## src/rtl/audio_config.svh

```systemverilog
`ifndef AUDIO_CONFIG_SVH
`define AUDIO_CONFIG_SVH

// Capture geometry
`define AUDIO_CHANNELS 8
`define AUDIO_FRAMES 256
`define SAMPLE_BITS 16

// I2S frame of 64 bit positions, left half then right half
`define I2S_FRAME_BITS 64
`define I2S_DIVIDER 15

// ck cycles from bit enable to the receive sample point
`define I2S_SAMPLE_DELAY 5

// First frame position of each sample slot
`define LEFT_FIRST_BIT 1
`define RIGHT_FIRST_BIT 33

// Bus address byte, bits 31 to 24
`define ADDR_REGS 8'h62
`define ADDR_AUDIO 8'h64

`endif

```

## src/rtl/audio_pkg.sv

```systemverilog
`include "audio_config.svh"

package audio_pkg;

    // One microphone or playback sample
    typedef logic [`SAMPLE_BITS-1:0] sample_t;

    typedef logic [$clog2(`AUDIO_CHANNELS)-1:0] chan_t;
    typedef logic [$clog2(`AUDIO_FRAMES)-1:0] frame_t;

    // Channel in the upper bits, frame in the lower bits
    typedef logic [$clog2(`AUDIO_CHANNELS * `AUDIO_FRAMES)-1:0] audio_addr_t;

    // Position within the I2S frame
    typedef logic [$clog2(`I2S_FRAME_BITS)-1:0] bit_posn_t;

    typedef logic [31:0] bus_word_t;

endpackage

```

## src/rtl/frame_capture.sv

```systemverilog
`timescale 1ns/100ps
`include "audio_config.svh"

module frame_capture (
    input  logic                    ck,
    input  logic                    rst_n,
    input  logic                    frame_start,
    input  audio_pkg::sample_t      mic [`AUDIO_CHANNELS],
    output logic                    we,
    output audio_pkg::audio_addr_t  waddr,
    output audio_pkg::sample_t      wdata,
    output audio_pkg::frame_t       frame
);

    localparam audio_pkg::chan_t LAST_CHAN = audio_pkg::chan_t'(`AUDIO_CHANNELS - 1);

    logic writing;
    audio_pkg::chan_t chan;

    // Frame counter runs downwards, one step per frame
    always_ff @(posedge ck or negedge rst_n) begin
        if (!rst_n) begin
            frame <= '0;
        end else if (frame_start) begin
            frame <= frame - 1'b1;
        end
    end

    // Write burst of all channels right after frame start
    always_ff @(posedge ck or negedge rst_n) begin
        if (!rst_n) begin
            writing <= 1'b0;
            chan <= '0;
        end else if (frame_start) begin
            writing <= 1'b1;
            chan <= '0;
        end else if (writing) begin
            if (chan == LAST_CHAN) begin
                writing <= 1'b0;
            end else begin
                chan <= chan + 1'b1;
            end
        end
    end

    assign we = writing;
    assign waddr = {chan, frame};

    // Receivers still hold the previous frame here
    assign wdata = mic[chan];

endmodule

```

## config.mk

```make
export PLATFORM = sky130hd
export DESIGN_NAME = frame_capture
export DESIGN_NICKNAME = d
export VERILOG_FILES = /design/src/rtl/audio_pkg.sv /design/src/rtl/frame_capture.sv
export VERILOG_INCLUDE_DIRS = /design/src /design/src/rtl
export SDC_FILE = /design/constraint.sdc
export NUM_CORES = 1
export LEC_CHECK = 0
export ABC_AREA = 1
export BUFFER_PORTS_ARGS = -buffer_cell sky130_fd_sc_hd__buf_2
export CORE_ASPECT_RATIO = 2
export CORE_MARGIN = 1
export CORE_UTILIZATION = 40
export CTS_BUF_LIST = sky130_fd_sc_hd__clkbuf_16
export DETAILED_ROUTE_END_ITERATION = 8
export HOLD_SLACK_MARGIN = 0.1
export PLACE_DENSITY = 0.81
export SYNTH_ARGS = -nofsm -noshare
export SYNTH_HDL_FRONTEND = slang
export SYNTH_SLANG_ARGS = --single-unit
```

## constraint.sdc

```tcl
create_clock -name ck -period 1.5 [get_ports ck]
set_input_delay 0.15 -clock ck [delete_from_list [all_inputs] [get_ports ck]]
set_output_delay 0.15 -clock ck [all_outputs]
set_load 0.01 [all_outputs]
```

; After elaboration in Yosys (flattened, before gate mapping)
; Index checks and enable logic that the tools add are counted.
[classes]
eq_ne = 2
mux = 9
n_lt_le_gt_ge = 1
n_reduce_logical = 2
bitwise_logic = 1
addsub = 2
[ops]
columns = cell, n
row1 = binary-select mux 16 bit (select 3 bit), 1
row2 = 2-to-1 mux 16 bit, 2
row3 = 2-to-1 mux 3 bit, 3
row4 = "subtractor 8 x 1 -> 8 bit, second input constant", 1
row5 = ">= comparator 4 bit, second input constant", 1
row6 = NOT 3 -> 4 bit, 1
row7 = "adder 3 x 1 -> 3 bit, second input constant", 1
row8 = "== test 3 bit, second input constant", 1
row9 = 2-to-1 mux 1 bit, 3
row10 = "!= test 2 bit, second input constant", 1
row11 = AND reduction 2 bit, 1
row12 = nonzero test 2 bit, 1
[word_totals]
elab_cells = 20
ff_bits = 12
in_bits = 131
output_inout_bits = 36

; Logic depth before layout (Yosys ltp)
[depth]
word_depth = 4
ltp_mapped = 8
mapped_depth_nobuf = 7

; Worst setup path after synthesis
; No wires, ideal clock.
[synth_timing]
path_kind = register to register
startpoint = reg chan[0]
endpoint = reg chan[0]
t_arrival_ns = 1.166
period_less_slack_ns = 1.298
n_path_buf = 0
setup_time_ns = 0.133
required_ns = 1.367
path_slack_ns = 0.202
stages_incl_launch_ff = 5
path_cell_list = dfrtp_1 ha_1 ha_1 o21ai_0 o21ai_0
[synth_via]
elab_chain_cells = 4
word_cells_on_any_way = 7
classes_between = add/sub (1) / eq/ne (2) / mux (3) / reduce/logical (1)
[synth_lines]
columns = item, line
row1 = from (decl), frame_capture.sv:18  ; audio_pkg::chan_t chan;
row2 = from (signal assigned), frame_capture.sv:41  ; chan <= chan + 1'b1;
row3 = adder 3 x 1 -> 3 bit, frame_capture.sv:41
row4 = 2-to-1 mux 3 bit, frame_capture.sv:38  ; if (chan == LAST_CHAN) begin
row5 = 2-to-1 mux 3 bit, frame_capture.sv:37  ; end else if (writing) begin
row6 = 2-to-1 mux 3 bit, frame_capture.sv:34  ; end else if (frame_start) begin
; Several ways; a longest one is shown, not always the timed one. The select of a mux whose other input is x is not followed.
; A chain may end at the register's enable or synchronous reset.

; Worst setup path after layout
[layout_timing]
startpoint = reg chan[0]
endpoint = out wdata[15]
[layout_via]
elab_chain_cells = 4
[layout_lines]
columns = item, line
row1 = NOT 3 -> 4 bit (not written as such), frame_capture.sv:50  ; assign wdata = mic[chan];
row2 = binary-select mux 16 bit (select 3 bit), frame_capture.sv:50
row3 = 2-to-1 mux 16 bit (not written as such) (2 in a row), frame_capture.sv:50
row4 = to (decl), frame_capture.sv:11  ; output audio_pkg::sample_t wdata,
; No other way between the ends. The select of a mux whose other input is x is not followed.

==> impl_metrics.tcl <==
set metrics [dict create \
    r2r_end "chan[0]" \
    setup_viol 16 \
    place_area_mm2 0.00316 \
    worstSetupPathType "reg -> out" \
    nNetsFinal 778 \
    syn_nets 626 \
    synth_top_cell_by_area "nand2_1" \
    worstMarginPinSlew_ns 0.345 \
    min_period_ns 1.61 \
    hold_class "in -> reg" \
    hold_violations 0 \
    max-cap-violations 0 \
    grt_pass1_wl_um 12900 \
    die_area_mm2 0.00627 \
    cp.arrival_ns 1.46 \
    finalNonFillerCells 704 \
    grt-ovfl-total 0 \
    status "finished, violations left" \
    grt_max_degree 44 \
    syn_area_mm2 0.00238 \
    dr.pass1.iters 5 \
    worst_setup_path_end_kind "output port" \
    min_to "frame[0]" \
    synth_warnings 0 \
    hp-start "frame_start" \
    p_leak_nw 2.46 \
    ys_seq_area_frac 0.126 \
    wire_per_inst_um 11.6 \
    die_w_um 56.5 \
    synthTopCellsByArea "nand2_1 35%, inv_1 21%, nand3_1 14%, dfrtp_1 13%, buf_6 5.2%" \
    antenna_cells 0 \
    worstSetupStartpointType "register" \
    synth_cells 492 \
    setup_slack_ns -0.111 \
    relSlewSlack 0.768 \
    h-tree-depth 1 \
    grt_pass1_vias 3146 \
    clock_skew_ns 0.00365 \
    cts_tree "yes" \
    synth_cell_types 16 \
    holdWs_ns 0.183 \
    dieHeight_um 111 \
    core-area_mm2 0.00571 \
    rows 39 \
    ir_drop_mv 1.07 \
    slew_viol_final 0 \
    clkLatencyLatePin_ns 0.24 \
    place_ws_ns -0.00486 \
    final_antenna_net_count 0 \
    violations "negative setup slack" \
    post-dp-hpwl_um 6660 \
    whs_path_depth 3 \
    initial_core_util 0.416 \
    io_pins 167 \
    rrSetupSlack_ns 0.08 \
    max_freq_mhz 621 \
    numCtsBuffers 3 \
    clockBufferDepth 2 \
    synth-seq-cells 12 \
    design_area_mm2 0.00334 \
    gp_congestion 0.869 \
    period_share 1.07 \
    place_inst 697 \
    grt_usage 0.249 \
    wl_um 8180 \
    reg2reg_depth 4 \
    vias 3313 \
    netlist.area_leader.share 0.352 \
    vias_per_cell 4.71 \
    io_buffers 166 \
    area_delta_synth_final_pct 40.6 \
    syn_avg_cell_area_um2 4.83 \
    antenna_found_initial 0 \
    rsz0062_at_grt "yes" \
    drt-initial-drc-count 228 \
    drc_errors 0 \
    cp_max_fo 12 \
    cts.sinks 12 \
    required_ns 1.35 \
    clockRootBuffer "clkbuf_16" \
    cts.clk_slew.worst_paths_ns 0.04 \
    r2r-start "chan[0]" \
    layout-drive-gt1-share 0.294 \
    p_per_area_mw_per_mm2 792 \
]
==> worst max-delay path by stage <==
stage,startpoint,end,cells past startpoint
after CTS,chan[0],wdata[5],8
final,chan[0],wdata[15],8
after global routing,chan[0],wdata[5],8
after detailed placement,chan[0],chan[2],4
after global placement,chan[0],wdata[6],7
after floorplan,chan[0],chan[0],4
==> final cells by class <==
type | instances | area (um^2)
multi-input combinational | 311 | 1330
inverter | 137 | 519
timing repair buffer | 179 | 1040
clock inverter | 1 | 3.75
tap | 61 | 76.3
fill | 605 | 2370
sequential | 12 | 302
clock buffer | 3 | 75.1
==> metal layers <==
layer  GRT usage  part of all wire
met5           0                 0
met4      0.0959             0.039
met3      0.0163             0.049
met2       0.504              0.57
met1       0.245              0.34
==> stage by stage <==
stage,total power (W),setup TNS (ns),util
after detailed placement,0.00211,-0.00486,0.553
after global routing,0.00286,-2.70,0.586
final,0.00265,-1.34,0.586
after CTS,0.00263,-1.45,0.577
after global placement,0.00207,0,0.553
after floorplan,0.00158,0,-
==> cell usage in the layout, fill, tap and decap left out <==
cell type,count
o21ai_0,4
inv_2,1
clkbuf_16,4
nand3_2,2
dfrtp_1,11
inv_1,135
buf_12,5
buf_4,4
nor2_1,5
nand2_1,220
clkinv_1,1
nand2_2,3
dfrtp_2,1
nand3b_1,1
buf_6,2
buf_16,1
dlygate4sd3_1,1
nand3_1,66
nand4_1,1
nor3_1,2
ha_1,3
xor2_1,3
buf_2,165
o21ai_1,1
inv_6,1
==> cells in the mapped netlist, drive strengths merged <==
library cell / instances
ha: 3
inv: 136
dfrtp: 12
buf: 32
nand2: 223
nand3b: 1
o21ai: 5
nor2: 5
nand3: 68
nor3: 2
clkinv: 1
xor2: 3
nand4: 1
==> cell families after synthesis <==
logic type | share of synthesized area
buffers and inverters | 0.323
adders and majority gates | 0.0158
DFF | 0.126
and+or+nand+nor | 0.513
AOI/OAI and AO/OA | 0.0105
xor gates and xnor gates | 0.0111
==> registers in the layout, indices dropped and copies added (netlist names) <==
signal,count
frame,8
we,1
chan,3
==> power breakdown <==
part / leakage, nW / switching (W) / total, W / internal (W)
Clock: 0.0423 / 0.000130 / 0.000480 / 0.000350
Sequential: 0.144 / 0.000150 / 0.000579 / 0.000429
Combinational: 2.27 / 0.000897 / 0.00159 / 0.000691
==> worst max-delay path: stages, from the launching register on <==
cell       delay (ns)
dfrtp_2          0.46
inv_6            0.13
clkbuf_16        0.17
nand2_1          0.05
nand3_1          0.06
nand2_1          0.09
nand2_1          0.07
nand2_1          0.05
buf_2            0.13
==> repair_timing <==
| item | CTS | global route |
|---|---|---|
| hold buffers | 1 | 0 |
| buffers inserted | 0 | 0 |
| setup endpoints to repair | 18 | 16 |
| cloned | 1 | 1 |
| endpoints found under the hold margin | 12 | 0 |
| gates resized for setup | 7 | 7 |
No activity file was read; power rests on OpenSTA's default activity.
