--- config.mk ---
export PLATFORM = sky130hd
export DESIGN_NAME = i2s_tx
export DESIGN_NICKNAME = d
export VERILOG_FILES = /design/src/rtl/audio_pkg.sv /design/src/rtl/i2s_tx.sv
export VERILOG_INCLUDE_DIRS = /design/src /design/src/rtl
export SDC_FILE = /design/constraint.sdc
export NUM_CORES = 1
export LEC_CHECK = 0
export BUFFER_PORTS_ARGS = -buffer_cell sky130_fd_sc_hd__buf_4
export CAP_MARGIN = 40
export CELL_PAD_IN_SITES_DETAIL_PLACEMENT = 2
export CELL_PAD_IN_SITES_GLOBAL_PLACEMENT = 2
export CORE_MARGIN = 2
export CORE_UTILIZATION = 32
export DETAILED_ROUTE_END_ITERATION = 8
export GPL_ROUTABILITY_DRIVEN = 1
export PLACE_DENSITY_LB_ADDON = 0.25
export SYNTH_ARGS = -nofsm -noshare
export SYNTH_HDL_FRONTEND = slang
export SYNTH_SLANG_ARGS = --single-unit
--- constraint.sdc ---
create_clock -name ck -period 1.6 [get_ports ck]
set_clock_uncertainty 0.2 [all_clocks]
set_input_delay 0.16 -clock ck [delete_from_list [all_inputs] [get_ports ck]]
set_output_delay 0.16 -clock ck [all_outputs]
set_load 0.005 [all_outputs]
--- src/rtl/audio_config.svh ---
`ifndef AUDIO_CONFIG_SVH
`define AUDIO_CONFIG_SVH

// Capture geometry
`define AUDIO_CHANNELS 8
`define AUDIO_FRAMES 256
`define SAMPLE_BITS 16

// I2S frame of 64 bit positions, left half then right half
`define I2S_FRAME_BITS 64
`define I2S_DIVIDER 15

// ck cycles from bit enable to the receive sample point
`define I2S_SAMPLE_DELAY 5

// First frame position of each sample slot
`define LEFT_FIRST_BIT 1
`define RIGHT_FIRST_BIT 33

// Bus address byte, bits 31 to 24
`define ADDR_REGS 8'h62
`define ADDR_AUDIO 8'h64

`endif

--- src/rtl/audio_pkg.sv ---
`include "audio_config.svh"

package audio_pkg;

    // One microphone or playback sample
    typedef logic [`SAMPLE_BITS-1:0] sample_t;

    typedef logic [$clog2(`AUDIO_CHANNELS)-1:0] chan_t;
    typedef logic [$clog2(`AUDIO_FRAMES)-1:0] frame_t;

    // Channel in the upper bits, frame in the lower bits
    typedef logic [$clog2(`AUDIO_CHANNELS * `AUDIO_FRAMES)-1:0] audio_addr_t;

    // Position within the I2S frame
    typedef logic [$clog2(`I2S_FRAME_BITS)-1:0] bit_posn_t;

    typedef logic [31:0] bus_word_t;

endpackage

--- src/rtl/i2s_tx.sv ---
`timescale 1ns/100ps
`include "audio_config.svh"

module i2s_tx (
    input  logic                  ck,
    input  logic                  rst_n,
    input  logic                  bit_en,
    input  logic                  frame_start,
    input  audio_pkg::bit_posn_t  bit_posn,
    input  audio_pkg::sample_t    tx_left,
    input  audio_pkg::sample_t    tx_right,
    output logic                  sd
);

    localparam audio_pkg::bit_posn_t LEFT_FIRST = audio_pkg::bit_posn_t'(`LEFT_FIRST_BIT);
    localparam audio_pkg::bit_posn_t LEFT_LAST =
        audio_pkg::bit_posn_t'(`LEFT_FIRST_BIT + `SAMPLE_BITS - 1);
    localparam audio_pkg::bit_posn_t RIGHT_FIRST = audio_pkg::bit_posn_t'(`RIGHT_FIRST_BIT);
    localparam audio_pkg::bit_posn_t RIGHT_LAST =
        audio_pkg::bit_posn_t'(`RIGHT_FIRST_BIT + `SAMPLE_BITS - 1);

    audio_pkg::bit_posn_t next_posn;
    audio_pkg::sample_t left_q;
    audio_pkg::sample_t right_q;

    // Position that becomes current at this bit enable
    assign next_posn = bit_posn + 1'b1;

    always_ff @(posedge ck or negedge rst_n) begin
        if (!rst_n) begin
            left_q <= '0;
            right_q <= '0;
            sd <= 1'b0;
        end else if (frame_start) begin
            // Frame copy, position 0 is idle
            left_q <= tx_left;
            right_q <= tx_right;
            sd <= 1'b0;
        end else if (bit_en) begin
            if (next_posn >= LEFT_FIRST && next_posn <= LEFT_LAST) begin
                sd <= left_q[`SAMPLE_BITS-1];
                left_q <= {left_q[`SAMPLE_BITS-2:0], 1'b0};
            end else if (next_posn >= RIGHT_FIRST && next_posn <= RIGHT_LAST) begin
                sd <= right_q[`SAMPLE_BITS-1];
                right_q <= {right_q[`SAMPLE_BITS-2:0], 1'b0};
            end else begin
                sd <= 1'b0;
            end
        end
    end

endmodule

**Word-level counts from Yosys, hierarchy flattened**

Cells that the tools add are included.
Widths: inputs -> output; s select.

- $add $sub $neg: 1
- $lt $le $gt $ge: 4
- Equality and inequality tests: 1
- Mux-type cells: 11
- Reduce and logical (&&, ||, !) cells: 7

Operators by type and width:

| operator | number |
|---|---|
| $mux 16 | 7 |
| $add 6x1->6 const B | 1 |
| $ge 6x1->1 const B | 1 |
| $ge 6x6->1 const B | 1 |
| $le 6x5->1 const B | 1 |
| $le 6x6->1 const B | 1 |
| $reduce_bool 2->1 | 3 |
| $mux 1 | 4 |
| $reduce_and 3->1 | 1 |
| $logic_and 1x1->1 | 2 |
| $ne 2x2->1 const B | 1 |
| $reduce_and 2->1 | 1 |

- Bits in registers: 33
- Output and inout port bits: 1

**Longest topological paths before layout**

- Depth in word-level cells: 7
- Mapped depth: 5
- Gate-level depth less buffers: 3

**Worst setup path after synthesis**

OpenSTA, ideal clock, no wires.

- Path kind: input -> register
- Start point: input port bit_posn[4]
- End point: register left_q[10]
- Arrival time: 0.895 ns
- Required time: 1.278 ns
- Slack: 0.382 ns
- Stages on the path: 5
- Path buffers: 2
- Cell sequence: or3b_1 buf_2 buf_6 nand2_1 a21oi_1

- Longest elaborated chain between the ends: 5
- Elaborated cells on any way between the ends: 6
- Those cells by class: add/sub (1); order compare (2); reduce/logical (3)

Ends and longest elaborated chain:

| what | RTL line | source |
|---|---|---|
| start, declared | i2s_tx.sv:9 | `input audio_pkg::bit_posn_t bit_posn,` |
| $add 6x1->6 * | i2s_tx.sv:27 | `assign next_posn = bit_posn + 1'b1;` |
| $ge 6x1->1 or $le 6x5->1 (tied branches) | i2s_tx.sv:40 | `if (next_posn >= LEFT_FIRST && next_posn <= LEFT_LAST) begin` |
| $logic_and 1x1->1 * | i2s_tx.sv:40 |  |
| $reduce_bool 2->1 (no line) * | - |  |
| $reduce_and 2->1 (no line) * | - |  |
| end signal, assigned | i2s_tx.sv:36 | `left_q <= tx_left;` |
| end signal, assigned | i2s_tx.sv:42 | `` left_q <= {left_q[`SAMPLE_BITS-2:0], 1'b0}; `` |
| end, declared | i2s_tx.sv:23 | `audio_pkg::sample_t left_q;` |

Mark *: on every way between the ends. The rest lies on a longest branch, timed or not.
A chain may end at the register's enable or synchronous reset.

**Worst setup path in the final report**

- Start point: input port bit_en
- End point: register sd

- Longest elaborated chain between the ends: 1

Ends and longest elaborated chain:

| what | RTL line | source |
|---|---|---|
| start, declared | i2s_tx.sv:7 | `input logic bit_en,` |
| $reduce_bool 2->1 (no line) | - |  |
| end signal, assigned | i2s_tx.sv:41 | `` sd <= left_q[`SAMPLE_BITS-1]; `` |
| end signal, assigned | i2s_tx.sv:44 | `` sd <= right_q[`SAMPLE_BITS-1]; `` |
| end, declared | i2s_tx.sv:12 | `output logic sd` |

Every way passes these cells.

==> impl_metrics.csv <==
group,metric,value,unit
run_status,status,"complete, no violations",
die,ios,43,
cts,cts_buffers,5,
cts,h-tree-depth,2,
grt,grt_pass1_vias,1919,
detailed_routing,wl_per_cell,19.6,µm
cts,path_clk_slew,70,ps
sta,relSlewSlack,69.5,%
final_layout,final_nets,295,
placement,gp_congestion,0.749,
sta,clock.fmax,819,MHz
detailed_routing,first_pass_iters,4,
sta,fin_crit_sh,76.3,%
hold_path,holdPathStages,3,
critical_path,worstRegToRegCells,3,
critical_path,cp.required,1620,ps
grt,grtUsageTotal,25.6,%
logic_synthesis,synth_top_area_share,51.7,%
detailed_routing,drt_wl_total,6280,µm
final_layout,finalInstanceArea,2420,µm²
placement,dpl_cell_area,1960,µm²
sta,rsz0062_at_grt,"no",
logic_synthesis,synth-seq-area-share,51.7,%
logic_synthesis,synth_area_leader_cell,"dfrtp_1",
critical_path,critPathSlowestCell,"dlygate4sd3_1",
placement,hpwl,3130,µm
final_layout,mostFrequentLayoutCells,"61 x a21oi_1, 44 x buf_4, 34 x nand2_1, 34 x dlygate4sd3_1, 33 x dfrtp_1",
sta,tns,0,ps
critical_path,path_cells,"buf_4 -> dlygate4sd3_1 -> nand2b_1 -> a21oi_1",
die,die_area,5570,µm²
critical_path,crit_type,"in2reg",
critical_path,worst-path-stages,4,
logic_synthesis,synth.distinct_cells,15,
final_layout,layout_commonest_cell,"a21oi_1",
logic_synthesis,synthTopCellsByArea,"dfrtp_1 52%, a21oi_1 19%, nor2b_1 12%",
detailed_routing,drc_errors,0,
final_layout,drive_above_1_share,21.3,%
sta,hold_viol,0,
die,core,4750,µm²
cts,cts_tree,"built",
detailed_routing,vias,1618,
sta,min_period,1220,ps
sta,worst_slew_pin_slew,457,ps
hold_path,hold_class,"in2reg",
cts,max-clock-path-buffers,2,
logic_synthesis,synth_cells,180,
critical_path,cp.arrival,1240,ps
logic_synthesis,syn_nets,222,
cts,clk_latency,290,ps
logic_synthesis,ys_ff_latch,33,
logic_synthesis,yosys_warnings,0,
placement,port_buffers,38,
power_and_ir_drop,ir_worst_vdd,400,µV
cts,cts_sinks,33,
power_and_ir_drop,p_per_area,921,nW/µm²
final_layout,nFillCells,525,
flow_run,maxCapViolations,0,
cts,ctsResizeCount,0,
grt,grt_start_max_net_pins,35,
die,die_x,74.6,µm
detailed_routing,drt_iter0_drc,68,
detailed_routing,vias_per_cell,5.04,
critical_path,endpoint_kind,"flip-flop",
die,core.rowCount,25,
die,dieHeight,74.6,µm
die,start_util,33.6,%
critical_path,crit_path_start_kind,"primary input",
logic_synthesis,syn_area,1600,µm²
grt,grt_pass1_wl,10100,µm
critical_path,critical_path.top_delay_family,"buffers and inverters",
power_and_ir_drop,power_leakage,1.11,nW
grt,antenna_found_initial,0,
critical_path,crit_buf_inv,2,
detailed_routing,ant_nets,0,
final_layout,antenna_cells,0,
final_layout,area_growth,51.3,%
grt,grt_overflow,0,
critical_path,crit_fanout,5,
cts,clockRootBuffer,"clkbuf_8",
critical_path,cpPeakStageDelay,600,ps
sta,slew_violations,0,
logic_synthesis,syn_avg_cell_area,8.87,µm²
sta,setup_violations,0,
==> tightest hold or removal path: stages <==
cell,delay (ps)
buf_4,110
nor2b_1,110
a21oi_1,80
==> sequential cells by signal (all words and copies together) (netlist names) <==
name and flops:
right_q 16, sd 1, left_q 16
==> cell type report <==
type / instances / area (µm²) / area share, %
sequential: 33 / 826 / 34.2
multi-input combinational: 134 / 699 / 28.9
timing repair buffer: 79 / 691 / 28.6
clock buffer: 7 / 86.3 / 3.57
tap: 67 / 83.8 / 3.47
clock inverter: 1 / 30.0 / 1.24
==> path summary, 6_finish.rpt <==
path,slack (ps),start,endpoint
max reg2reg,450,right_q[15],sd
max,380,bit_en,sd
min in group asynchronous,160,rst_n,left_q[9]
min reg2reg,320,left_q[9],left_q[9]
max in group asynchronous,710,rst_n,right_q[1]
min,20,tx_right[2],right_q[2]
==> power by group <==
part           internal [W]  leakage [nW]  total (W)  switching, W
sequential         0.000916         0.377   0.000973     0.0000566
clock              0.000508        0.0585   0.000851      0.000343
combinational      0.000206         0.678   0.000402      0.000195
==> metal layers <==
metal | vias to the layer above | share of wire [%] | track usage [%] | wire length [µm]
li1 | 746 | - | - | -
met1 | 824 | 38 | 27.3 | 2360
met2 | 39 | 57 | 49.5 | 3610
met3 | 9 | 3.2 | 5.35 | 201
met4 | 0 | 1.8 | 9.13 | 113
met5 | - | 0 | 0 | 0
==> what timing repair did <==
item                                   CTS  global route
setup endpoints to repair                0             0
endpoints found under the hold margin   65             0
buffers inserted                         0             0
hold buffers                            34             0
==> cells by family after synthesis <==
group,count (synthesis),synth area share [%]
compound gates,63,19.7
flops,33,51.7
simple gates,70,23.4
buf+inv,13,4.47
mux,1,0.705
==> stage by stage <==
| stage | cells | setup WS [ps] | power [W] | hold slack [ps] | utilization [%] |
|---|---|---|---|---|---|
| floorplan | 180 | 382 | 0.00113 | -336 | - |
| global placement | 279 | 256 | 0.00126 | -73.1 | 41.2 |
| detailed placement | 279 | 193 | 0.00129 | -63.7 | 41.2 |
| CTS | 321 | 406 | 0.00222 | 5.34 | 50.8 |
| global route | 321 | 348 | 0.00234 | 7.98 | 50.8 |
| finish | 321 | 379 | 0.00223 | 20.2 | 50.8 |
==> synth_stat cells <==
| master | instances |
|---|---|
| o21ai_0 | 2 |
| and3b_1 | 1 |
| buf_4 | 2 |
| buf_2 | 6 |
| a21oi_1 | 61 |
| or3b_1 | 1 |
| mux2_2 | 1 |
| dfrtp_1 | 33 |
| nor2b_1 | 30 |
| nor3b_4 | 1 |
| clkbuf_1 | 4 |
| nand2_1 | 34 |
| buf_6 | 1 |
| nand3b_1 | 2 |
| nand2b_1 | 1 |
Power figures use the tool's default switching activity.
