--- src/rtl/audio_config.svh ---
`ifndef AUDIO_CONFIG_SVH
`define AUDIO_CONFIG_SVH

// Capture geometry
`define AUDIO_CHANNELS 8
`define AUDIO_FRAMES 256
`define SAMPLE_BITS 16

// I2S frame of 64 bit positions, left half then right half
`define I2S_FRAME_BITS 64
`define I2S_DIVIDER 15

// ck cycles from bit enable to the receive sample point
`define I2S_SAMPLE_DELAY 5

// First frame position of each sample slot
`define LEFT_FIRST_BIT 1
`define RIGHT_FIRST_BIT 33

// Bus address byte, bits 31 to 24
`define ADDR_REGS 8'h62
`define ADDR_AUDIO 8'h64

`endif

--- src/rtl/audio_pkg.sv ---
`include "audio_config.svh"

package audio_pkg;

    // One microphone or playback sample
    typedef logic [`SAMPLE_BITS-1:0] sample_t;

    typedef logic [$clog2(`AUDIO_CHANNELS)-1:0] chan_t;
    typedef logic [$clog2(`AUDIO_FRAMES)-1:0] frame_t;

    // Channel in the upper bits, frame in the lower bits
    typedef logic [$clog2(`AUDIO_CHANNELS * `AUDIO_FRAMES)-1:0] audio_addr_t;

    // Position within the I2S frame
    typedef logic [$clog2(`I2S_FRAME_BITS)-1:0] bit_posn_t;

    typedef logic [31:0] bus_word_t;

endpackage

--- src/rtl/host_regs.sv ---
`timescale 1ns/100ps
`include "audio_config.svh"

module host_regs (
    input  logic                    ck,
    input  logic                    rst_n,
    input  logic                    bus_cyc,
    input  logic                    bus_we,
    input  audio_pkg::bus_word_t    bus_adr,
    input  audio_pkg::bus_word_t    bus_wdat,
    output logic                    ack,
    output audio_pkg::bus_word_t    rdt,
    input  audio_pkg::frame_t       frame,
    output audio_pkg::audio_addr_t  ram_raddr,
    input  audio_pkg::sample_t      ram_rdata,
    output audio_pkg::sample_t      tx_left,
    output audio_pkg::sample_t      tx_right
);

    localparam int BUS_W = $bits(audio_pkg::bus_word_t);
    localparam int SAMPLE_W = $bits(audio_pkg::sample_t);
    localparam int FRAME_W = $bits(audio_pkg::frame_t);
    localparam int RAM_AW = $bits(audio_pkg::audio_addr_t);

    // Register indices
    localparam logic [1:0] REG_FRAME = 2'd0;
    localparam logic [1:0] REG_LEFT = 2'd1;
    localparam logic [1:0] REG_RIGHT = 2'd2;

    logic sel_regs;
    logic sel_audio;
    logic hit;
    logic acked;
    logic [1:0] reg_idx;
    audio_pkg::bus_word_t reg_rdata;

    assign sel_regs = (bus_adr[31:24] == `ADDR_REGS);
    assign sel_audio = (bus_adr[31:24] == `ADDR_AUDIO);
    assign hit = bus_cyc && (sel_regs || sel_audio);
    assign reg_idx = bus_adr[3:2];

    // Word address straight into the RAM read port
    assign ram_raddr = bus_adr[RAM_AW+1:2];

    // Single ack per access, re-armed once bus_cyc drops
    always_ff @(posedge ck or negedge rst_n) begin
        if (!rst_n) begin
            ack <= 1'b0;
            acked <= 1'b0;
        end else begin
            ack <= hit && !ack && !acked;
            if (!bus_cyc) begin
                acked <= 1'b0;
            end else if (ack) begin
                acked <= 1'b1;
            end
        end
    end

    always_ff @(posedge ck or negedge rst_n) begin
        if (!rst_n) begin
            tx_left <= '0;
            tx_right <= '0;
        end else if (ack && bus_we && sel_regs) begin
            if (reg_idx == REG_LEFT) begin
                tx_left <= bus_wdat[SAMPLE_W-1:0];
            end
            if (reg_idx == REG_RIGHT) begin
                tx_right <= bus_wdat[SAMPLE_W-1:0];
            end
        end
    end

    always_comb begin
        case (reg_idx)
            REG_FRAME: reg_rdata = {{(BUS_W-FRAME_W){1'b0}}, frame};
            REG_LEFT:  reg_rdata = {{(BUS_W-SAMPLE_W){1'b0}}, tx_left};
            REG_RIGHT: reg_rdata = {{(BUS_W-SAMPLE_W){1'b0}}, tx_right};
            default:   reg_rdata = '0;
        endcase
    end

    // Read data only during the ack cycle
    always_comb begin
        rdt = '0;
        if (ack && !bus_we) begin
            if (sel_regs) begin
                rdt = reg_rdata;
            end else if (sel_audio) begin
                rdt = {{(BUS_W-SAMPLE_W){1'b0}}, ram_rdata};
            end
        end
    end

endmodule

--- config.mk ---
export PLATFORM = sky130hd
export DESIGN_NAME = host_regs
export DESIGN_NICKNAME = d
export VERILOG_FILES = /design/src/rtl/audio_pkg.sv /design/src/rtl/host_regs.sv
export VERILOG_INCLUDE_DIRS = /design/src /design/src/rtl
export SDC_FILE = /design/constraint.sdc
export NUM_CORES = 1
export LEC_CHECK = 0
export BUFFER_PORTS_ARGS = -buffer_cell sky130_fd_sc_hd__buf_2
export CAP_MARGIN = 30
export CORE_ASPECT_RATIO = 0.7
export CORE_MARGIN = 2
export CORE_UTILIZATION = 43
export DETAILED_ROUTE_END_ITERATION = 10
export PLACE_DENSITY = 0.87
export SYNTH_ARGS = -nofsm -noshare
export SYNTH_HDL_FRONTEND = slang
export SYNTH_SLANG_ARGS = --single-unit
--- constraint.sdc ---
create_clock -name ck -period 2.71 [get_ports ck]
set_input_delay 0.1355 -clock ck [delete_from_list [all_inputs] [get_ports ck]]
set_output_delay 0.1355 -clock ck [all_outputs]
set_load 0.01 [all_outputs]
After elaboration in Yosys (flattened, before gate mapping)

Index checks and enable logic that the tools add are counted.

Add/sub/neg operators: 0
Multiply operators: 0
Div/mod/pow operators: 0
Order comparisons: 0
Equal/unequal tests: 5
Shift operators: 0
Multiplexer cells: 6
Bitwise logic cells: 0
Reduce and logical (&&, ||, !) cells: 13

Operator list:

| operator           | count |
|---|---|
| $mux 32            | 2 |
| $pmux 16 s3        | 1 |
| $eq 8x7->1 const B | 2 |
| $mux 16            | 1 |
| $logic_and 1x1->1  | 6 |
| $reduce_and 2->1   | 2 |
| $logic_not 1->1    | 3 |
| $eq 2x1->1 const B | 1 |
| $eq 2x2->1 const B | 1 |
| $logic_not 2->1    | 1 |
| $mux 1             | 2 |
| $ne 2x1->1 const B | 1 |
| $logic_or 1x1->1   | 1 |

Register bits: 34
Latch bits: 0
RAM bits: 0
Bits in read-only memories: 0
Input port bits: 92
Output and inout bits: 76
Word-level logic and storage cells: 28
Memories: 0

Logic depth before layout (Yosys ltp)

Word-level depth: 5
Gate-level depth with buffers: 6
Gate-level depth less buffers: 4

Least setup slack after synthesis

No wires, ideal clock.

Kind: input to register
From: input bus_adr[24]
To: register tx_right[0]
Library setup time: 0.125 ns
Arrival time: 1.651 ns
Data required time: 2.585 ns
Path slack: 0.934 ns
Stages: 5
Path buffers: 1
Path through: nor4b_4 -> nand4_4 -> nor3b_4 -> buf_6 -> mux2_4

Word-level cells in the longest chain between the ends: 3

Ends and longest elaborated chain:

| what                       | line            | source |
|---|---|---|
| start: declaration         | host_regs.sv:9  | `input audio_pkg::bus_word_t bus_adr,` |
| $eq 8x7->1 (no line)       | n/a             |  |
| $logic_and 1x1->1          | host_regs.sv:64 | `end else if (ack && bus_we && sel_regs) begin` |
| $reduce_and 2->1 (no line) | n/a             |  |
| end signal: assignment     | host_regs.sv:69 | `tx_right <= bus_wdat[SAMPLE_W-1:0];` |
| end: declaration           | host_regs.sv:17 | `output audio_pkg::sample_t tx_right` |

No other way between the ends.
A chain may end at the register's enable or synchronous reset.

Final worst setup path

From: register ack
To: output rdt[7]

Word-level cells in the longest chain between the ends: 2

Ends and longest elaborated chain:

| what                     | line            | source |
|---|---|---|
| start: declaration       | host_regs.sv:11 | `output logic ack,` |
| start signal: assignment | host_regs.sv:51 | `ack <= hit && !ack && !acked;` |
| $logic_and 1x1->1        | host_regs.sv:86 | `if (ack && !bus_we) begin` |
| $mux 32                  | host_regs.sv:86 |  |
| end: declaration         | host_regs.sv:12 | `output audio_pkg::bus_word_t rdt,` |

No other way between the ends.

==> flow_summary_export.csv <==
group,metric,value,unit
logic_synthesis,count_of_warnings_emitted_by_yosys,0,
sta,final-hold-violation-count,0,
placed_design,gp_congestion,0.760,
logic_synthesis,synth_flop_cell,"dfrtp_1",
pwr,overall_power_consumption,1.01,mW
clock_tree,cts_tree,"done",
floorplan,num_rows,21,
logic_synthesis,per_instance_average_area_after_synthesis,11.2,µm²
pwr,power_leakage,1.42,nW
floorplan,dieArea,5500,µm²
detailed_routing,route.vias.total,1754,
logic_synthesis,synth_edf_count,0,
global_routing,maximum_number_of_pins_on_one_net_before_global_route_repair,35,
pwr,power.sequential.fraction,0.504,
sta,maxClockFrequency,507,MHz
floorplan,die-height,62.7,µm
critical_path,required_time_of_the_critical_path,2.57,ns
sta,worstMarginPinSlew,0.810,ns
critical_path,critical_path.max_fanout,16,
critical_path,worst_setup_path_end_kind,"output pin",
floorplan,floorplan.core_area,4760,µm²
logic_synthesis,yosys.cell_count.top_type,"dfrtp_1",
critical_path,rr_startpoint,"ack$_DFF_PN0_",
clock_tree,cts-buffers-inserted,5,
floorplan,die_w,87.8,µm
cells_and_area,area.growth.synth_to_final,26.3,%
logic_synthesis,post-synth-top-area-cell,"dfrtp_1",
sta,grt_setup_unrepaired,"false",
logic_synthesis,synth_common_cells,"dfrtp_1, mux2_2, buf_4",
sta,slew_viol_final,0,
global_routing,grt_pass1_wl,8.47,mm
min_path,hold-path-cell-count,2,
pwr,clock_power_share,0.388,
critical_path,worstSetupStartpointType,"flip-flop",
sta,layout_worst_path_cycle_share,0.728,
placed_design,place_worst_setup_slack,0.699,ns
critical_path,path_class,"reg -> out",
placed_design,dpl.hpwl,3.84,mm
sta,timing.clock.skew,0.00204,ns
pwr,netsw,0.249,mW
floorplan,io_pins,168,
detailed_routing,remaining_drc_errors,0,
pwr,cell_internal_pwr,0.757,mW
placed_design,dp_cells,344,
cells_and_area,layout.core_utilization,0.561,
logic_synthesis,synth_top_cell_area_share,0.403,
job,max_cap_viol_count,0,
global_routing,initial_antenna_violation_count,0,
clock_tree,cts_root_buffer,"clkbuf_8",
cells_and_area,filler_cell_count,431,
detailed_routing,drt_pre_antenna_iters,4,
sta,finalSetupViolations,0,
clock_tree,clk_pin_slew_worst_paths,0.07,ns
detailed_routing,total_detailed_routing_wirelength,5.27,mm
cells_and_area,antenna_cells_inserted,0,
critical_path,r2r_setup_slack,0.99,ns
cells_and_area,fin_nets,375,
sta,fin_setup_tns,0,ns
global_routing,first_global_vias,1742,
global_routing,globalRouteOverflowTotal,0,
logic_synthesis,post_synth_instance_area,2110,µm²
detailed_routing,initial_detailed_routing_violation_count,36,
clock_tree,worst_skew_pair_later_pin_latency,0.28,ns
sta,final_period_minus_worst_setup_slack,1.97,ns
pwr,switching_share,0.248,
logic_synthesis,sequential_element_share_of_the_synthesized_area,0.403,
min_path,min_delay_startpoint,"bus_wdat[13]",
sta,max-slew-margin-rel,0.459,
logic_synthesis,synth.ff_latch_count,34,
floorplan,start_util,0.444,
global_routing,global_route.usage.total,0.200,
detailed_routing,detail_route.wl_per_cell,14.9,µm
min_path,hold-path-endpoint,"tx_left[13]$_DFFE_PN0P_",
status,status,"completed",
critical_path,arrival,1.84,ns
pwr,combPwrFrac,0.108,
sta,final_critical_path_setup_slack,0.736,ns
critical_path,rr_worst_depth,4,
logic_synthesis,ys_async_sr_fraction,1.00,
logic_synthesis,unique_masters_post_synth,25,
clock_tree,cts_htree_levels,2,
detailed_routing,antenna_left,0,
min_path,hold_path_class,"in -> reg",
pwr,vdd_ir_drop_max,0.227,mV
placed_design,io_buffer_count,104,
pwr,power_density,377,nW/µm²
clock_tree,ctsLongestPathBuffers,2,
cells_and_area,stdcell_count,353,
critical_path,r2r_end,"tx_left[12]$_DFFE_PN0P_",
clock_tree,clock_sinks,34,
logic_synthesis,synth_area_leaders,"dfrtp_1, mux2_2, buf_4",
detailed_routing,detail_route.vias_per_cell,4.97,
cells_and_area,post_route_cells_drive_above_1_share,0.567,
logic_synthesis,syn-instance-count,189,
==> worst max-delay path, cell delays in order, from the launching register on <==
cell and delay (ns):
dfrtp_1 0.42, nand3b_1 0.58, a21oi_1 0.37, buf_2 0.18
==> stage by stage <==
| step | instance area, µm² | hold slack, ns |
|---|---|---|
| after floorplan | 2170 | -0.160 |
| after global placement | 2560 | 0.247 |
| after detailed placement | 2560 | 0.265 |
| after CTS | 2670 | 0.0814 |
| after global routing | 2670 | 0.0738 |
| final | 2670 | 0.0905 |
==> worst max-delay path by stage <==
stage	from	to	slack (ns)	depth (start not counted)
global route	ack$_DFF_PN0_	rdt[7]	0.56	3
floorplan	bus_adr[24]	tx_right[0]$_DFFE_PN0P_	0.93	5
detailed placement	bus_adr[24]	tx_left[12]$_DFFE_PN0P_	0.70	6
global placement	bus_adr[24]	tx_left[12]$_DFFE_PN0P_	0.69	6
finish	ack$_DFF_PN0_	rdt[7]	0.74	3
CTS	ack$_DFF_PN0_	rdt[7]	0.71	3
==> sequential cells by signal, summed over array words and instances, names as in the netlist <==
register,cells
acked,1
tx_right,16
ack,1
tx_left,16
==> layout make-up <==
cell class	count	area, µm²	share of cell area
multi-input combinational	124	1040	0.389
sequential	34	851	0.319
timing repair buffer	110	568	0.213
tap	69	86.3	0.0323
clock buffer	6	82.6	0.0309
inverter	8	30.0	0.0113
clock inverter	2	12.5	0.00469
==> power by group through the flow <==
stage | logic, mW | clock network [mW] | registers (mW)
after floorplan | 0.0766 | 0 | 0.517
after global placement | 0.105 | 0 | 0.517
after detailed placement | 0.108 | 0 | 0.517
final | 0.109 | 0.390 | 0.507
after global routing | 0.121 | 0.446 | 0.507
after CTS | 0.110 | 0.408 | 0.507
==> routing by layer <==
metal	wire length, µm	track usage	part of all wire
met5	0	0	0
met2	2480	0.331	0.47
met1	2350	0.247	0.45
met4	44	0.0519	0.0084
met3	393	0.0687	0.075
==> placed cells by master (no fill, tap or decap), types with 8 or more instances in the layout <==
cell type	instances
a21oi_1	8
a22o_1	8
a22oi_1	8
buf_2	104
conb_1	16
dfrtp_1	34
inv_1	8
mux2_2	28
mux2_4	10
nand2_1	8
nor2_1	9
o211ai_1	8
o21ai_0	8
==> logic make-up (layout without fill, tap and decap cells) <==
group                  Yosys count  after routing  synth area share
buffers and inverters           46            126             0.137
AOI/OAI and AO/OA               41             41             0.133
muxes                           40             40             0.231
DFF                             34             34             0.403
and+or+nand+nor                 27             27            0.0947
other                            1             16           0.00177
==> repair_timing <==
| action | 4_1_cts | 5_1_grt |
|---|---|---|
| endpoints found under the hold margin | 34 | 0 |
| buffers inserted | 0 | 0 |
| hold buffers | 1 | 0 |
| resized for setup | 0 | 0 |
Power figures use the tool's default switching activity.
