$ cat config.mk
export PLATFORM = sky130hd
export DESIGN_NAME = i2s_rx
export DESIGN_NICKNAME = d
export VERILOG_FILES = /design/src/rtl/audio_pkg.sv /design/src/rtl/i2s_rx.sv
export VERILOG_INCLUDE_DIRS = /design/src /design/src/rtl
export SDC_FILE = /design/constraint.sdc
export NUM_CORES = 1
export LEC_CHECK = 0
export BUFFER_PORTS_ARGS = -buffer_cell sky130_fd_sc_hd__buf_2
export CORE_MARGIN = 3
export CORE_UTILIZATION = 48
export CTS_CLUSTER_SIZE = 8
export DETAILED_ROUTE_END_ITERATION = 7
export PLACE_DENSITY = 0.77
export SETUP_SLACK_MARGIN = 0.4
export SLEW_MARGIN = 20
export SYNTH_ARGS = -nofsm -noshare
export SYNTH_HDL_FRONTEND = slang
export SYNTH_SLANG_ARGS = --single-unit
$ cat constraint.sdc
create_clock -name ck -period 0.85 [get_ports ck]
set_input_delay 0.17 -clock ck [delete_from_list [all_inputs] [get_ports ck]]
set_output_delay 0.17 -clock ck [all_outputs]
set_load 0.03 [all_outputs]
$ cat src/rtl/audio_config.svh
`ifndef AUDIO_CONFIG_SVH
`define AUDIO_CONFIG_SVH

// Capture geometry
`define AUDIO_CHANNELS 8
`define AUDIO_FRAMES 256
`define SAMPLE_BITS 16

// I2S frame of 64 bit positions, left half then right half
`define I2S_FRAME_BITS 64
`define I2S_DIVIDER 15

// ck cycles from bit enable to the receive sample point
`define I2S_SAMPLE_DELAY 5

// First frame position of each sample slot
`define LEFT_FIRST_BIT 1
`define RIGHT_FIRST_BIT 33

// Bus address byte, bits 31 to 24
`define ADDR_REGS 8'h62
`define ADDR_AUDIO 8'h64

`endif

$ cat src/rtl/audio_pkg.sv
`include "audio_config.svh"

package audio_pkg;

    // One microphone or playback sample
    typedef logic [`SAMPLE_BITS-1:0] sample_t;

    typedef logic [$clog2(`AUDIO_CHANNELS)-1:0] chan_t;
    typedef logic [$clog2(`AUDIO_FRAMES)-1:0] frame_t;

    // Channel in the upper bits, frame in the lower bits
    typedef logic [$clog2(`AUDIO_CHANNELS * `AUDIO_FRAMES)-1:0] audio_addr_t;

    // Position within the I2S frame
    typedef logic [$clog2(`I2S_FRAME_BITS)-1:0] bit_posn_t;

    typedef logic [31:0] bus_word_t;

endpackage

$ cat src/rtl/i2s_rx.sv
`timescale 1ns/100ps
`include "audio_config.svh"

module i2s_rx (
    input  logic                  ck,
    input  logic                  rst_n,
    input  logic                  sample_en,
    input  logic                  sd,
    input  audio_pkg::bit_posn_t  bit_posn,
    output audio_pkg::sample_t    left,
    output audio_pkg::sample_t    right
);

    // Last bit position of each slot
    localparam audio_pkg::bit_posn_t LEFT_LAST =
        audio_pkg::bit_posn_t'(`LEFT_FIRST_BIT + `SAMPLE_BITS - 1);
    localparam audio_pkg::bit_posn_t RIGHT_LAST =
        audio_pkg::bit_posn_t'(`RIGHT_FIRST_BIT + `SAMPLE_BITS - 1);

    audio_pkg::sample_t shift;
    audio_pkg::sample_t word;

    // Completed word including the bit being sampled now
    assign word = {shift[`SAMPLE_BITS-2:0], sd};

    always_ff @(posedge ck) begin
        if (sample_en) begin
            shift <= word;
        end
    end

    always_ff @(posedge ck or negedge rst_n) begin
        if (!rst_n) begin
            left <= '0;
            right <= '0;
        end else if (sample_en) begin
            if (bit_posn == LEFT_LAST) begin
                left <= word;
            end
            if (bit_posn == RIGHT_LAST) begin
                right <= word;
            end
        end
    end

endmodule

# Word-level counts from Yosys, hierarchy flattened
# Index checks and enable logic that the tools add are counted.
# Widths: inputs -> output; s select.
totals:
  regBits: 47
  latchBits: 0
  ramBits: 0
  mem_bits_ro: 0
  input_bits: 10
  output_inout_bits: 32
  word_cells: 7
  mem_count: 0
classes:
  n_addsub: 0
  n_mul: 0
  div: 0
  magnitude_cmp: 0
  eq_ne: 2
  shifts: 0
  mux: 0
  n_bitwise: 0
  reduce_logical: 2
ops:
  columns: ["operator", "n"]
  rows:
  - ["$eq 6x5->1 const B", 1]
  - ["$eq 6x6->1 const B", 1]
  - ["$reduce_and 2->1", 2]

# Logic depth before layout (Yosys ltp)
# Gate-level depths: netlist of run 1.
logic_depth:
  depth_word: 2
  mapped_depth: 4
  depth_no_buf: 3

# Least setup slack after synthesis of run 1
# No wires, ideal clock.
synth_path:
  path_kind: "input to register"
  start: "in bit_posn[0]"
  end: "reg left[10]"
  setup_ps: 125
  arrival_ps: 1100
  t_required_ps: 725
  setup_slack_ps: -375
  stages: 4
  n_path_buf: 1
  cell_sequence: "and4bb_2 > nand3b_4 > buf_6 > mux2_4"
synth_between:
  elab_chain_len: 2
synth_rtl:
  columns: ["item", "line", "source"]
  rows:
  - ["start: declaration", "i2s_rx.sv:9", "input audio_pkg::bit_posn_t bit_posn,"]
  - ["$eq 6x5->1", "i2s_rx.sv:37", "if (bit_posn == LEFT_LAST) begin"]
  - ["$reduce_and 2->1 (no source line)", null, null]
  - ["end signal: assignment", "i2s_rx.sv:38", "left <= word;"]
  - ["end: declaration", "i2s_rx.sv:10", "output audio_pkg::sample_t left,"]
# No other way between the ends.
# A chain may end at the register's enable or synchronous reset.

# Final worst setup path of run 1
layout_path:
  start: "reg right[4]"
  end: "out right[4]"
layout_rtl:
  columns: ["item", "line", "source"]
  rows:
  - ["start: declaration", "i2s_rx.sv:11", "output audio_pkg::sample_t right"]
  - ["start signal: assignment", "i2s_rx.sv:41", "right <= word;"]
# No word-level cell between the ends.

==> results of run 1 <==
[registers in the layout, indices dropped and copies added (netlist names)]
name,flops
left,16
right,16
shift,15
[layout make-up]
cell class | instances | area (um^2) | share of cell area
Sequential cell | 47 | 1280 | 0.489
Timing Repair Buffer | 65 | 668 | 0.256
Multi-Input combinational cell | 36 | 492 | 0.188
Clock buffer | 6 | 82.6 | 0.0316
Tap cell | 46 | 57.6 | 0.0220
Clock inverter | 2 | 35.0 | 0.0134
[stage by stage]
step,hold WS [ns],setup WS (ns)
3_5_place_dp,0.139,-0.484
5_1_grt,-0.173,-0.220
6_report,-0.182,-0.185
3_3_place_gp,0.134,-0.459
4_1_cts,-0.181,-0.187
2_1_floorplan,-0.126,-0.375
[layer usage]
metal	global-route usage	vias up	routed length, um
li1	-	447	-
met1	0.223	503	1420
met2	0.270	39	1700
met3	0.0590	4	214
met4	0.0533	0	34
met5	0	-	0
[power groups by stage]
stage	Combinational, W	Clock [W]	Sequential, W
after floorplan	0.000260	0	0.00319
after global placement	0.000988	0	0.00278
after detailed placement	0.00100	0	0.00280
after CTS	0.00140	0.00171	0.00279
after global routing	0.00148	0.00180	0.00283
final	0.00142	0.00166	0.00280
[cell families after synthesis]
group,Yosys count,synth area share
buffers and inverters,2,0.0128
flip-flops,47,0.709
multiplexers,32,0.247
AND/OR/NAND/NOR,4,0.0319
[path summary, 6_finish.rpt]
path                           from        end  slack [ns]  cells past startpoint
setup reg to reg           right[0]   right[0]       -0.07                      2
max in group asynchronous     rst_n  right[12]        0.84                      2
min in group ck                  sd   shift[0]        0.09                      1
hold / removal                rst_n    left[7]       -0.18                      2
setup / recovery           right[4]   right[4]       -0.19                      1
hold reg to reg            shift[2]   shift[3]        0.49                      0
[what timing repair did]
action | CTS | global route
setup endpoints to repair | 93 | 90
resized for setup | 67 | 1
buffers inserted | 16 | 2
pin swaps | 1 | 2
hold endpoints to repair | 32 | 32
cloned | 0 | 0
[cells in the final DEF (no fill, tap or decap)]
master	n
buf_8	1
buf_12	5
edfxtp_1	15
dfrtp_2	22
buf_4	18
and4bb_2	1
dfrtp_1	10
clkinv_2	1
nand3b_4	1
buf_6	34
nand3_4	1
buf_2	7
bufinv_16	1
mux2_4	20
mux2_2	12
clkbuf_8	6
nor2_2	1
==> flow_summary.toml, run 1 <==
[outcome]
status = "finished, violations left"
violations = "hold timing, setup timing"

[run]
cap_viol_max_count = 0

[global_route]
grt_pass1_vias = 1072
grt_max_degree = 33
antenna_found_initial = 0
grt_use_total = 0.172
overflow = 0
grt_pass1_wl_um = 5460

[clocking]
cts.sinks = 47
cts_max_level = 2
cts_buffer_depth = 2
clk_pin_slew_ns = 0.08
clockRootBuffer = "clkbuf_8"
cts_made_buffers = 5
clock_latency_ns = 0.29
cts_tree = "built"

[route]
detail_route.vias_per_cell = 4.92
wire_per_inst_um = 16.7
drc = 0
drtIter0Drc = 30
first_pass_iters = 4
route.vias.total = 993
postRouteAntennaNets = 0
wirelength_um = 3370

[critical_path]
worstPathRequired_ns = 0.68
cp_num_buf_inv = 1
cp.arrival_ns = 0.87
start_kind = "register"
path_cells = "buf_6"
critPathKind = "register to output port"
endpoint_kind = "output port"
cp_max_fo = 2
worst_path_largest_cell_delay_ns = 0.43
cp_top_family = "flip-flops"
worst_path_max_delay_cell = "dfrtp_2"

[power_and_ir_drop]
powerDensity_mw_per_mm2 = 2250
max-vdd-ir-drop_uv = 1630
leakage_nw = 1.28
clockPowerShare = 0.283
power_frac_comb = 0.241
power_w = 0.00588
switchingPower_w = 0.00155
pwr-share-seq = 0.476
sw_frac_of_total = 0.264
internal_power_w = 0.00433

[floorplan]
ios = 42
fp.dieH_um = 66.6
die_x_um = 66.6
rows = 21
start_util = 0.513
dieArea_mm2 = 0.00444
core_area_mm2 = 0.00344

[timing]
relSlewSlack = 0.830
clock_skew_ns = 0.00568
setup_viol = 64
rsz0062_at_grt = "true"
fin_tns_setup_ns = -9.70
finalHoldViolations = 32
slew_violations = 0
fmaxAchievable_mhz = 966
tightest_slew_ns = 0.254
period_minus_slack_ns = 1.04
finalCritPeriodShare = 1.22
final.setup.worst_slack_ns = -0.185
whs_ns = -0.182

[final_layout]
final_core_util = 0.759
final_layout_size_suffix_gt1_frac = 0.840
n_fill_cell = 207
area_delta_synth_final_pct = 48.1
diodes = 0
finalInstanceArea_mm2 = 0.00261
fin_cells = 202
fin_nets = 165

[logic_synthesis]
synth_enable_flop_cells = 15
yosysTopAreaCell = "dfrtp_1"
ys_seq_elements = 47
ys_types = 9
synthArstFlopShare = 0.681
post_synth.cell_area_avg_um2 = 20.8
synth_ff_type = "dfrtp_1"
synth_area_leaders = "dfrtp_1, edfxtp_1, mux2_4, mux2_2, buf_6"
yosysSeqAreaShare = 0.709
yosys.area.top_type_share = 0.454
synth.cell_area_mm2 = 0.00177
ys_warn_count = 0
synthCells = 85
yosysMostFrequentCell = "dfrtp_1"
synthTopCellsByCount = "dfrtp_1, mux2_4, edfxtp_1"
synth_nets = 95

[place]
post-dp-hpwl_um = 2080
portBuffers = 41
place_congestion = 0.717
dp.cells = 176
place_area_mm2 = 0.00214

[worst_hold_path]
hold_path_class = "input port to async pin"
Power figures use the tool's default switching activity.
==> run 2, diff against run 1 <==
--- a/config.mk
+++ b/config.mk
@@ -8,10 +8,10 @@
 export LEC_CHECK = 0
 export BUFFER_PORTS_ARGS = -buffer_cell sky130_fd_sc_hd__buf_2
 export CORE_MARGIN = 3
-export CORE_UTILIZATION = 48
+export CORE_UTILIZATION = 47
 export CTS_CLUSTER_SIZE = 8
 export DETAILED_ROUTE_END_ITERATION = 7
-export PLACE_DENSITY = 0.77
+export PLACE_DENSITY = 0.75
 export SETUP_SLACK_MARGIN = 0.4
 export SLEW_MARGIN = 20
 export SYNTH_ARGS = -nofsm -noshare
==> run 2 against run 1 <==
Against the previous run:
- the run still ends with hold timing, setup timing left
- clock-buffer cell count stayed put
- total power is 7.1% lower
- wire length is 11% lower
- die area is 1.9% higher
- non-clock buffer count is 6 lower
- critical endpoint is now left[4]
- largest cell class unchanged
- largest power group unchanged
==> flow_summary.toml, run 2 (synthesized netlist as in run 1, its figures left out) <==
[power_and_ir_drop]
max-vdd-ir-drop_uv = 1080
leakage_nw = 1.23
powerDensity_mw_per_mm2 = 2170
power_w = 0.00546

[global_route]
grt_pass1_vias = 1041
grt_pass1_wl_um = 5170
grt_use_total = 0.159
antenna_found_initial = 0
grt_max_degree = 33
overflow = 0

[place]
place_congestion = 0.725
post-dp-hpwl_um = 1940
dp.cells = 174
portBuffers = 41

[critical_path]
critPathKind = "register to output port"
worst_path_max_delay_cell = "dfrtp_2"
cp_top_family = "flip-flops"
start_kind = "register"
r2r-start = "left[5]"
cp_max_fo = 2
worst_path_largest_cell_delay_ns = 0.42
path_cells = "buf_6"
worstPathRequired_ns = 0.68
cp_num_buf_inv = 1
endpoint_kind = "output port"
cp.arrival_ns = 0.85
reg2regPathDepth = 2
r2r_end = "left[5]"
regToRegSetupSlack_ns = -0.06

[timing]
setup_viol = 64
fmaxAchievable_mhz = 978
fin_tns_setup_ns = -9.31
clock_skew_ns = 0.00585
relSlewSlack = 0.839
slew_violations = 0
finalHoldViolations = 32
rsz0062_at_grt = "true"
period_minus_slack_ns = 1.02
tightest_slew_ns = 0.241
whs_ns = -0.181
finalCritPeriodShare = 1.20
final.setup.worst_slack_ns = -0.172

[route]
route.vias.total = 950
wirelength_um = 3020
first_pass_iters = 4
postRouteAntennaNets = 0
drtIter0Drc = 46
detail_route.vias_per_cell = 4.87
drc = 0
wire_per_inst_um = 15.5

[final_layout]
largestRegisters = "left x16, right x16, shift x15"
mostFrequentLayoutCell = "buf_6"
final_layout_size_suffix_gt1_frac = 0.832
fin_cells = 195
area_delta_synth_final_pct = 42.4
mostFrequentLayoutCells = "buf_6, dfrtp_2, mux2_4, edfxtp_1, buf_4"
fin_nets = 159
diodes = 0

[floorplan]
rows = 21
die_x_um = 67.3
dieArea_mm2 = 0.00453
core_area_mm2 = 0.00347
start_util = 0.509
fp.dieH_um = 67.3
ios = 42

[clocking]
cts.sinks = 47
cts_max_level = 2
cts_made_buffers = 5
clockRootBuffer = "clkbuf_8"
cts_buffer_depth = 2
clk_pin_slew_ns = 0.08
clock_latency_ns = 0.29
cts_tree = "built"

[outcome]
violations = "hold timing, setup timing"
status = "finished, violations left"

[worst_hold_path]
hold_path_class = "input port to async pin"

[run]
cap_viol_max_count = 0
## run 2: worst max path at each step
stage,from,endpoint,slack [ns],cells after the start
after global placement,bit_posn[0],left[5],-0.44,5
after detailed placement,bit_posn[0],left[14],-0.46,5
after global routing,left[5],left[5],-0.21,1
after CTS,right[10],right[10],-0.18,1
final,left[4],left[4],-0.17,1
after floorplan,bit_posn[0],left[10],-0.37,4
## run 2: layout make-up
cell class | count | area (um^2)
Clock buffer | 6 | 82.6
Clock inverter | 1 | 5.00
Timing Repair Buffer | 59 | 598
Tap cell | 46 | 57.6
Multi-Input combinational cell | 36 | 492
Sequential cell | 47 | 1280
Fill cell | 225 | 955
## run 2: stage by stage
stage	instance area, um^2	setup slack [ns]	util
after detailed placement	2100	-0.463	0.606
after global routing	2510	-0.206	0.725
after CTS	2500	-0.183	0.722
final	2510	-0.172	0.725
after global placement	2100	-0.441	0.606
after floorplan	1800	-0.375	-
## run 2: per-layer routing
metal | global-route usage | routed length [um] | part of all wire
met4 | 0.0608 | 49 | 0.016
met3 | 0.0499 | 234 | 0.078
met2 | 0.244 | 1420 | 0.47
met5 | 0 | 0 | 0
met1 | 0.211 | 1320 | 0.44
## run 2: power breakdown
| part | switching (W) | internal [W] | total, W |
|---|---|---|---|
| registers | 0.000178 | 0.00261 | 0.00279 |
| logic | 0.000631 | 0.000732 | 0.00136 |
| clock network | 0.000668 | 0.000638 | 0.00131 |
| total | 0.00148 | 0.00398 | 0.00546 |
## run 2: repair_timing
action / CTS / global route
gates resized for setup: 67 / 1
hold endpoints to repair: 32 / 32
cloned: 0 / 0
pin swaps: 1 / 1
setup endpoints to repair: 93 / 80
setup buffers: 13 / 1
## run 2: worst register-to-register path: cells and delay by family, from the launching register on
family / cells / cell delay [ns]
muxes: 1 / 0.25
buffers and inverters: 1 / 0.14
DFF: 1 / 0.41
